## config.mk

```make
export PLATFORM = sky130hd
export DESIGN_NAME = hbridge_top
export DESIGN_NICKNAME = d
export VERILOG_FILES = /design/src/source/hb_pkg.sv /design/src/source/adc_capture.sv /design/src/source/dead_time.sv /design/src/source/gate_driver.sv /design/src/source/hbridge_top.sv /design/src/source/switching_law.sv
export SDC_FILE = /design/constraint.sdc
export NUM_CORES = 1
export LEC_CHECK = 0
export BUFFER_PORTS_ARGS = -buffer_cell sky130_fd_sc_hd__clkbuf_2
export CAP_MARGIN = 20
export CORE_MARGIN = 2
export CORE_UTILIZATION = 55
export CTS_CLUSTER_DIAMETER = 200
export CTS_CLUSTER_SIZE = 24
export DETAILED_ROUTE_END_ITERATION = 12
export PLACE_DENSITY = 0.76
export SYNTH_ARGS = -nofsm -noshare
export SYNTH_HDL_FRONTEND = slang
export SYNTH_HIERARCHICAL = 1
export SYNTH_SLANG_ARGS = --single-unit
export TNS_END_PERCENT = 100
```

## constraint.sdc

```tcl
create_clock -name ADA_DCO -period 2.05 [get_ports ADA_DCO]
set_input_delay 0.5125 -clock ADA_DCO [delete_from_list [all_inputs] [get_ports ADA_DCO]]
set_output_delay 0.5125 -clock ADA_DCO [all_outputs]
set_load 0.005 [all_outputs]
```

## src/source/hb_pkg.sv

```systemverilog
// half-bridge gate path types
package hb_pkg;

   // ----------------------------------------------------------------------
   // converter word
   // ----------------------------------------------------------------------
   localparam int ADC_W = 14;  // ADA data bus width

   typedef logic signed [ADC_W-1:0] sample_t;  // tank current, two's complement

   // one conversion as it leaves the ADC pins
   typedef struct packed {
      sample_t data;        // raw word, board polarity
      logic    over_range;  // ADA_OR
   } adc_in_t;

   localparam sample_t SAMPLE_POS_FS = 14'h1FFF;  // +8191
   localparam sample_t SAMPLE_NEG_FS = 14'h2000;  // -8192

   // ----------------------------------------------------------------------
   // bridge gates
   // ----------------------------------------------------------------------
   // leg 1 is q1 high / q3 low
   // leg 2 is q2 high / q4 low
   typedef struct packed {
      logic q4;
      logic q3;
      logic q2;
      logic q1;  // lsb
   } gate_t;

   localparam gate_t GATE_OFF    = '{q4: 1'b0, q3: 1'b0, q2: 1'b0, q1: 1'b0};
   localparam gate_t GATE_SIGMA1 = '{q4: 1'b1, q3: 1'b0, q2: 1'b0, q1: 1'b1};  // diagonal a
   localparam gate_t GATE_SIGMA0 = '{q4: 1'b0, q3: 1'b1, q2: 1'b1, q1: 1'b0};  // diagonal b
   localparam gate_t GATE_BOOT   = '{q4: 1'b1, q3: 1'b1, q2: 1'b0, q1: 1'b0};  // both low sides

   // dead-time selector
   localparam int DT_SEL_W = 2;  // four dead times

endpackage

```

## src/source/adc_capture.sv

```systemverilog
// tank current sample capture
`timescale 1ns/100ps

module adc_capture
   import hb_pkg::*;
(
   input  logic    ADA_DCO,   // converter data clock
   input  logic    i_rst,     // sync, active high
   input  adc_in_t i_adc,     // new word every cycle
   output sample_t o_sample   // conditioned current
);

   // ----------------------------------------------------------------------
   // polarity and over-range handling
   // ----------------------------------------------------------------------
   // the current sensor is wired inverted on the board, so every
   // in-range code is negated here
   // on over-range the ADC word is not trusted beyond its sign,
   // clamp to full scale of the conditioned (negated) sign
   sample_t sample_d;

   always_comb begin
      if (i_adc.over_range) begin
         if (i_adc.data == SAMPLE_NEG_FS) begin
            sample_d = SAMPLE_POS_FS;  // raw -fs -> +fs after inversion
         end else begin
            sample_d = SAMPLE_NEG_FS;  // raw +fs -> -fs
         end
      end else begin
         sample_d = -i_adc.data;  // wraps at 14 bits
      end
   end

   // one register stage on the data clock
   always_ff @(posedge ADA_DCO) begin
      if (i_rst) begin
         o_sample <= '0;
      end else begin
         o_sample <= sample_d;
      end
   end

   // ----------------------------------------------------------------------
   // checks
   // ----------------------------------------------------------------------
   // an over-range word must land on a rail one cycle later
   a_or_saturates : assert property (
      @(posedge ADA_DCO) disable iff (i_rst)
      i_adc.over_range |=> (o_sample == SAMPLE_POS_FS) || (o_sample == SAMPLE_NEG_FS)
   ) else $error("adc_capture: over-range sample not saturated");

endmodule

```

## src/source/dead_time.sv

```systemverilog
// gate dead-time insertion
`timescale 1ns/100ps

module dead_time
   import hb_pkg::*;
#(
   parameter int DT_STEPS [4] = '{10, 20, 40, 60}  // selectable dead times in cycles
)(
   input  logic                ADA_DCO,
   input  logic                i_rst,
   input  logic [DT_SEL_W-1:0] i_dt_sel,    // run-time dead-time choice
   input  gate_t               i_gate_cmd,  // raw pattern from the law
   output gate_t               o_gate       // turn-on edges held back
);

   // longest dead time sets the counter width
   function automatic int dt_max_of();
      int m;
      m = 0;
      for (int k = 0; k < 4; k++) begin
         if (DT_STEPS[k] > m) begin
            m = DT_STEPS[k];
         end
      end
      return m;
   endfunction

   // shortest dead time bounds every turn-on
   function automatic int dt_min_of();
      int m;
      m = DT_STEPS[0];
      for (int k = 1; k < 4; k++) begin
         if (DT_STEPS[k] < m) begin
            m = DT_STEPS[k];
         end
      end
      return m;
   endfunction

   localparam int DT_MAX = dt_max_of();
   localparam int DT_MIN = dt_min_of();
   localparam int CNT_W  = $clog2(DT_MAX + 1);

   // ----------------------------------------------------------------------
   // per-switch on-time counters
   // ----------------------------------------------------------------------
   logic [3:0]       cmd_bits;         // q4..q1 as plain bits
   logic [3:0]       q_bits;           // delayed gates
   logic [CNT_W-1:0] on_cnt [4];       // cycles the command has been high
   logic [CNT_W-1:0] dt_cnt;           // selected dead time

   assign cmd_bits = i_gate_cmd;
   assign dt_cnt   = CNT_W'(DT_STEPS[i_dt_sel]);  // mux over the four steps

   always_ff @(posedge ADA_DCO) begin
      if (i_rst) begin
         for (int k = 0; k < 4; k++) begin
            on_cnt[k] <= '0;
         end
         q_bits <= GATE_OFF;
      end else begin
         for (int k = 0; k < 4; k++) begin
            if (!cmd_bits[k]) begin
               on_cnt[k] <= '0;  // command low restarts the wait
            end else if (on_cnt[k] != CNT_W'(DT_MAX)) begin
               on_cnt[k] <= on_cnt[k] + 1'b1;  // saturates at the longest step
            end
            // off passes next cycle, on waits for the count
            q_bits[k] <= cmd_bits[k] && (on_cnt[k] >= dt_cnt);
         end
      end
   end

   assign o_gate = q_bits;

   // ----------------------------------------------------------------------
   // checks
   // ----------------------------------------------------------------------
   // a rising command keeps its gate low for at least the shortest dead time
   for (genvar g = 0; g < 4; g++) begin : g_chk
      a_on_delayed : assert property (
         @(posedge ADA_DCO) disable iff (i_rst)
         $rose(cmd_bits[g]) |-> (!q_bits[g]) [*DT_MIN+1]
      ) else $error("dead_time: gate %0d turned on inside the dead time", g);
   end

endmodule

```

## src/source/gate_driver.sv

```systemverilog
// bridge output stage and start-up
`timescale 1ns/100ps

module gate_driver
   import hb_pkg::*;
#(
   parameter int ON_CYCLES = 1000,  // bootstrap charge time
   parameter int VG_CYCLES = 1600   // end of forced sigma = 1
)(
   input  logic  ADA_DCO,
   input  logic  i_rst,
   input  logic  i_enable,      // bridge enable level
   input  gate_t i_gate,        // dead-timed pattern
   output gate_t o_gate,        // to the gate drivers
   output logic  o_gate_ready   // start-up done
);

   localparam int CNT_W = $clog2(VG_CYCLES + 1);

   // ----------------------------------------------------------------------
   // start-up sequencer
   // ----------------------------------------------------------------------
   // low sides first so the high-side bootstrap caps charge,
   // then sigma = 1 for a while to get the tank swinging
   logic [CNT_W-1:0] startup_cnt;
   gate_t            gate_raw;
   gate_t            gate_mask;
   logic             leg_overlap;

   always_ff @(posedge ADA_DCO) begin
      if (i_rst || !i_enable) begin
         startup_cnt <= '0;  // every enable restarts the sequence
      end else if (startup_cnt != CNT_W'(VG_CYCLES)) begin
         startup_cnt <= startup_cnt + 1'b1;  // stops at the end
      end
   end

   always_comb begin
      if (startup_cnt < CNT_W'(ON_CYCLES)) begin
         gate_raw = GATE_BOOT;
      end else if (startup_cnt < CNT_W'(VG_CYCLES)) begin
         gate_raw = GATE_SIGMA1;
      end else begin
         gate_raw = i_gate;  // normal operation
      end
   end

   // shoot-through guard on either leg
   assign leg_overlap = (gate_raw.q1 && gate_raw.q3) || (gate_raw.q2 && gate_raw.q4);
   assign gate_mask   = (i_enable && !leg_overlap) ? gate_raw : GATE_OFF;

   // ----------------------------------------------------------------------
   // output register
   // ----------------------------------------------------------------------
   always_ff @(posedge ADA_DCO) begin
      if (i_rst) begin
         o_gate       <= GATE_OFF;
         o_gate_ready <= 1'b0;
      end else begin
         o_gate       <= gate_mask;
         o_gate_ready <= i_enable && (startup_cnt == CNT_W'(VG_CYCLES));  // aligned with o_gate
      end
   end

   // ----------------------------------------------------------------------
   // checks
   // ----------------------------------------------------------------------
   // the dead-timed word must already keep each leg clean
   a_no_overlap : assert property (
      @(posedge ADA_DCO) disable iff (i_rst)
      !(i_gate.q1 && i_gate.q3) && !(i_gate.q2 && i_gate.q4)
   ) else $error("gate_driver: same-leg overlap on dead-timed input");

   // a new enable starts over with the bootstrap charge
   a_restart_boot : assert property (
      @(posedge ADA_DCO) disable iff (i_rst)
      !i_enable ##1 i_enable |=> (o_gate == GATE_BOOT) && !o_gate_ready
   ) else $error("gate_driver: enable did not restart the start-up sequence");

endmodule

```

## src/source/hbridge_top.sv

```systemverilog
// resonant bridge gate path top
`timescale 1ns/100ps

module hbridge_top
   import hb_pkg::*;
#(
   parameter int HYST         = 200,                 // switching band, adc codes
   parameter int DT_STEPS [4] = '{10, 20, 40, 60},   // dead times, cycles
   parameter int ON_CYCLES    = 1000,                // bootstrap charge, cycles
   parameter int VG_CYCLES    = 1600                 // end of forced sigma = 1
)(
   input  logic                ADA_DCO,       // adc data clock, sole clock
   input  logic                i_rst,
   input  adc_in_t             i_adc,         // tank current conversion
   input  logic                i_enable,
   input  logic [DT_SEL_W-1:0] i_dt_sel,
   output gate_t               o_gate,        // q4..q1
   output sample_t             o_sample,      // conditioned current
   output logic                o_gate_ready
);

   // ----------------------------------------------------------------------
   // chain adc -> law -> dead time -> output stage
   // ----------------------------------------------------------------------
   gate_t gate_cmd;   // sigma pattern
   gate_t gate_dt;    // after dead time

   adc_capture u_adc_capture (
      .ADA_DCO  (ADA_DCO),
      .i_rst    (i_rst),
      .i_adc    (i_adc),
      .o_sample (o_sample)  // also feeds the law
   );

   switching_law #(
      .HYST (HYST)
   ) u_switching_law (
      .ADA_DCO    (ADA_DCO),
      .i_rst      (i_rst),
      .i_sample   (o_sample),
      .o_gate_cmd (gate_cmd)
   );

   dead_time #(
      .DT_STEPS (DT_STEPS)
   ) u_dead_time (
      .ADA_DCO    (ADA_DCO),
      .i_rst      (i_rst),
      .i_dt_sel   (i_dt_sel),
      .i_gate_cmd (gate_cmd),
      .o_gate     (gate_dt)
   );

   gate_driver #(
      .ON_CYCLES (ON_CYCLES),
      .VG_CYCLES (VG_CYCLES)
   ) u_gate_driver (
      .ADA_DCO      (ADA_DCO),
      .i_rst        (i_rst),
      .i_enable     (i_enable),
      .i_gate       (gate_dt),
      .o_gate       (o_gate),
      .o_gate_ready (o_gate_ready)
   );

endmodule

```

## src/source/switching_law.sv

```systemverilog
// hysteresis switching law
`timescale 1ns/100ps

module switching_law
   import hb_pkg::*;
#(
   parameter int HYST = 200  // half band width in adc codes
)(
   input  logic    ADA_DCO,
   input  logic    i_rst,
   input  sample_t i_sample,   // conditioned tank current
   output gate_t   o_gate_cmd  // diagonal pattern from sigma
);

   // ----------------------------------------------------------------------
   // hybrid state
   // ----------------------------------------------------------------------
   // sigma = 1 drives q1/q4 and pushes the current negative,
   // sigma = 0 drives q2/q3 and pushes it positive
   // the band around zero keeps the bridge from chattering on noise
   logic sigma;
   logic above_band;
   logic below_band;

   assign above_band = (i_sample > HYST);   // clear positive current
   assign below_band = (i_sample < -HYST);  // clear negative current

   always_ff @(posedge ADA_DCO) begin
      if (i_rst) begin
         sigma <= 1'b0;  // start on diagonal b
      end else if (above_band) begin
         sigma <= 1'b1;
      end else if (below_band) begin
         sigma <= 1'b0;
      end
      // inside the band sigma holds
   end

   // state to gate pattern
   // plain decode, latency stays at the sigma register
   always_comb begin
      if (sigma) begin
         o_gate_cmd = GATE_SIGMA1;
      end else begin
         o_gate_cmd = GATE_SIGMA0;
      end
   end

   // ----------------------------------------------------------------------
   // checks
   // ----------------------------------------------------------------------
   // a jump of sigma must come from a sample outside the band
   a_sigma_band : assert property (
      @(posedge ADA_DCO) disable iff (i_rst)
      $changed(sigma) |-> (($past(i_sample) > HYST) || ($past(i_sample) < -HYST))
   ) else $error("switching_law: sigma moved inside the hysteresis band");

endmodule

```

==> results.yml <==
status:
  status: "finished, final reports clean"
die:
  die-area_um2: 6910
  start_util_pct: 57.5
  die_y_um: 83.1
  die_x_um: 83.1
  rows: 28
  core_um2: 5990
  io_pins: 39
clock_network:
  numCtsBuffers: 9
  cts_tree: "yes"
  clock_path_buffers: 2
  cts_setup_buffers: 0
  root_buffer: "clkbuf_8"
  cts.clk_slew.worst_paths_ns: 0.07
  cts-hold-fix-buffers: 0
  cts.repair.resized: 0
  htree_levels: 3
  clkLatencyLatePin_ns: 0.34
  cts.sinks: 59
routing:
  drtIter0Drc: 180
  finalWirelength_um: 7100
  drc: 0
  vias: 2877
  ant_nets: 0
  via_per_inst: 5.79
  first_pass_iters: 5
  wire_per_inst_um: 14.3
synth:
  synth-compound-area-share_pct: 13.4
  synth_nets: 419
  synth_ff_type: "dfxtp_1"
  synth_top_family_by_area: "simple AND/OR/NAND/NOR gates"
  synthArstFlopShare_pct: 0
  ys_warn_count: 6
  syn_avg_cell_area_um2: 9.35
  synth.mux.area_fraction_pct: 0
  ys_ff_latch: 59
  synth_xor_area_share_pct: 5.85
  seq_area_frac_synth_pct: 41.3
  ys_types: 52
  synth_area_um2: 3440
  synth_edf_count: 24
  synth-simple-area-share_pct: 24.1
  synthAdderAreaFrac_pct: 11.3
  syn_inst: 368
worst_setup_path:
  crit_path_start: "u_dead_time/on_cnt[1][1]"
  arrival_ns: 1.78
  reg2reg_from: "u_dead_time/on_cnt[1][1]"
  crit_required_ns: 2.11
  crit_fanout: 5
  critical_path.endpoint_type: "flop"
  path_class: "reg -> reg"
  startpoint_type: "flop"
cells_and_area:
  drive_gt1_share_pct: 16.8
  final_cells: 497
  final_common_cell: "clkbuf_2"
  fill_cells: 475
  final_cell_mix: "38 x clkbuf_2, 35 x nor2_1, 35 x dfxtp_1"
  synthToLayoutAreaGrowth_pct: 14.1
  utilization_pct: 65.5
  final_nets: 468
  num_antenna_cells: 0
sta:
  setup_viol: 0
  tightest_slew_ns: 0.605
  fmax_mhz: 584
  min_period_ns: 1.71
  slew_headroom_pct: 59.2
  drv_slew: 0
  grt_setup_unrepaired: "false"
  period_share_pct: 83.5
  clock-skew-final_ns: 0.0106
  setup_ws_ns: 0.339
  hold_violations: 0
  finalSetupTns_ns: 0
global_routing:
  grt_start_max_net_pins: 14
  grt_pass1_vias: 2634
  grt_pass1_wl_um: 12100
  antenna_found_initial: 0
  grt-ovfl-total: 0
  grt_usage_pct: 21.2
pwr:
  clkPwrFrac_pct: 40.8
  power_frac_seq_pct: 49.8
  internal-power_w: 0.00194
  switching_power_w: 0.000628
  swShare_pct: 24.5
  p_leak_nw: 1.71
  vdd_ir_drop_max_v: 0.000410
  power.density_nw_per_um2: 654
  comb_power_share_pct: 9.4
hold_path:
  hp-start: "u_dead_time/o_gate[3]"
  min_path_type: "reg -> reg"
run:
  maxCapViolations: 0
placed_design:
  pre_cts_slack_ns: 0.204
  dp_hpwl_um: 5340
  placed_cells: 481
  placement.io_buffers: 38
  globalplace.congestion: 0.798
==> worst max-delay path: stages (launching register included) <==
cell and delay (ns):
edfxtp_1 0.45, inv_1 0.13, ha_1 0.21, nand2_1 0.06
o21ai_0 0.49, nor2_1 0.11
==> state kept, by name, summed over array words and instances (netlist names) <==
name / flops
u_adc_capture/o_sample: 14
u_gate_driver/startup_cnt: 11
u_switching_law/sigma: 1
u_dead_time/on_cnt: 24
u_gate_driver/o_gate_ready: 1
u_gate_driver/o_gate: 4
u_dead_time/o_gate: 4
==> cells by family (layout without fill, tap and decap cells) <==
logic type	after synthesis	count (layout)
AND/OR/NAND/NOR	149	149
flip-flops	59	59
AO/OA/AOI/OAI	74	74
buffers and inverters	32	86
adder cells (fa/ha/maj)	31	31
XOR/XNOR	23	23
==> synth_stat cells (2+ instances only) <==
| cell | count | share of area (%) |
|---|---|---|
| nor4_1 | 4 | 0.73 |
| clkbuf_1 | 3 | 0.33 |
| nand4b_1 | 4 | 1.0 |
| edfxtp_1 | 24 | 21 |
| or3_2 | 2 | 0.44 |
| dfxtp_1 | 35 | 20 |
| a31oi_1 | 5 | 0.91 |
| a21oi_1 | 28 | 4.1 |
| nand2b_1 | 10 | 1.8 |
| nand2_1 | 32 | 3.5 |
| o22ai_1 | 7 | 1.3 |
| xor2_1 | 11 | 2.8 |
| ha_1 | 31 | 11 |
| buf_4 | 3 | 0.65 |
| nand3_1 | 21 | 3.1 |
| nor2_1 | 35 | 3.8 |
| nand3b_1 | 2 | 0.44 |
| and3_1 | 3 | 0.55 |
| o211ai_1 | 3 | 0.65 |
| a311oi_1 | 2 | 0.51 |
| o31ai_1 | 5 | 1.1 |
| xnor2_1 | 12 | 3.1 |
| or4_1 | 4 | 0.87 |
| a31o_2 | 2 | 0.51 |
| o21ai_0 | 12 | 1.7 |
| nor2b_1 | 5 | 0.91 |
| inv_1 | 24 | 2.6 |
| or3_1 | 2 | 0.36 |
| o211a_1 | 4 | 1.2 |
| nand4_1 | 11 | 2.0 |
==> power groups by stage <==
stage / clock, W / combinational (W) / sequential (W)
6_report: 0.00105 / 0.000241 / 0.00128
5_1_grt: 0.00111 / 0.000272 / 0.00129
4_1_cts: 0.00106 / 0.000243 / 0.00128
3_5_place_dp: 0 / 0.000240 / 0.00131
3_3_place_gp: 0 / 0.000226 / 0.00130
2_1_floorplan: 0 / 0.000152 / 0.00130
==> per-stage QoR <==
step           cell area, um2  power, W  hold slack, ns
3_5_place_dp             3730   0.00155           0.442
4_1_cts                  3930   0.00258           0.452
5_1_grt                  3930   0.00267           0.479
2_1_floorplan            3440   0.00145           0.420
6_report                 3930   0.00257           0.455
3_3_place_gp             3730   0.00153           0.445
==> routing by layer <==
layer	GRT usage [%]	wire, um
met4	6.86	78
met3	4.87	387
met5	0	0
met1	27.6	3180
met2	35.0	3460
==> final timing paths <==
path / end / slack [ns] / depth (start not counted)
max reg2reg: u_dead_time/on_cnt[1][0] / 0.34 / 5
max: u_dead_time/on_cnt[1][0] / 0.34 / 5
min: u_gate_driver/o_gate[1] / 0.46 / 1
min reg2reg: u_gate_driver/o_gate[1] / 0.46 / 1
==> area by class of cell <==
| class | count | area (um2) | share of cell area [%] |
|---|---|---|---|
| Multi-Input combinational cell | 277 | 1880 | 47.8 |
| Clock inverter | 5 | 51.3 | 1.31 |
| Inverter | 24 | 90.1 | 2.29 |
| Sequential cell | 59 | 1420 | 36.2 |
| Clock buffer | 11 | 141 | 3.60 |
| Tap cell | 75 | 93.8 | 2.39 |
| Timing Repair Buffer | 46 | 250 | 6.37 |
Power figures use the tool's default switching activity.
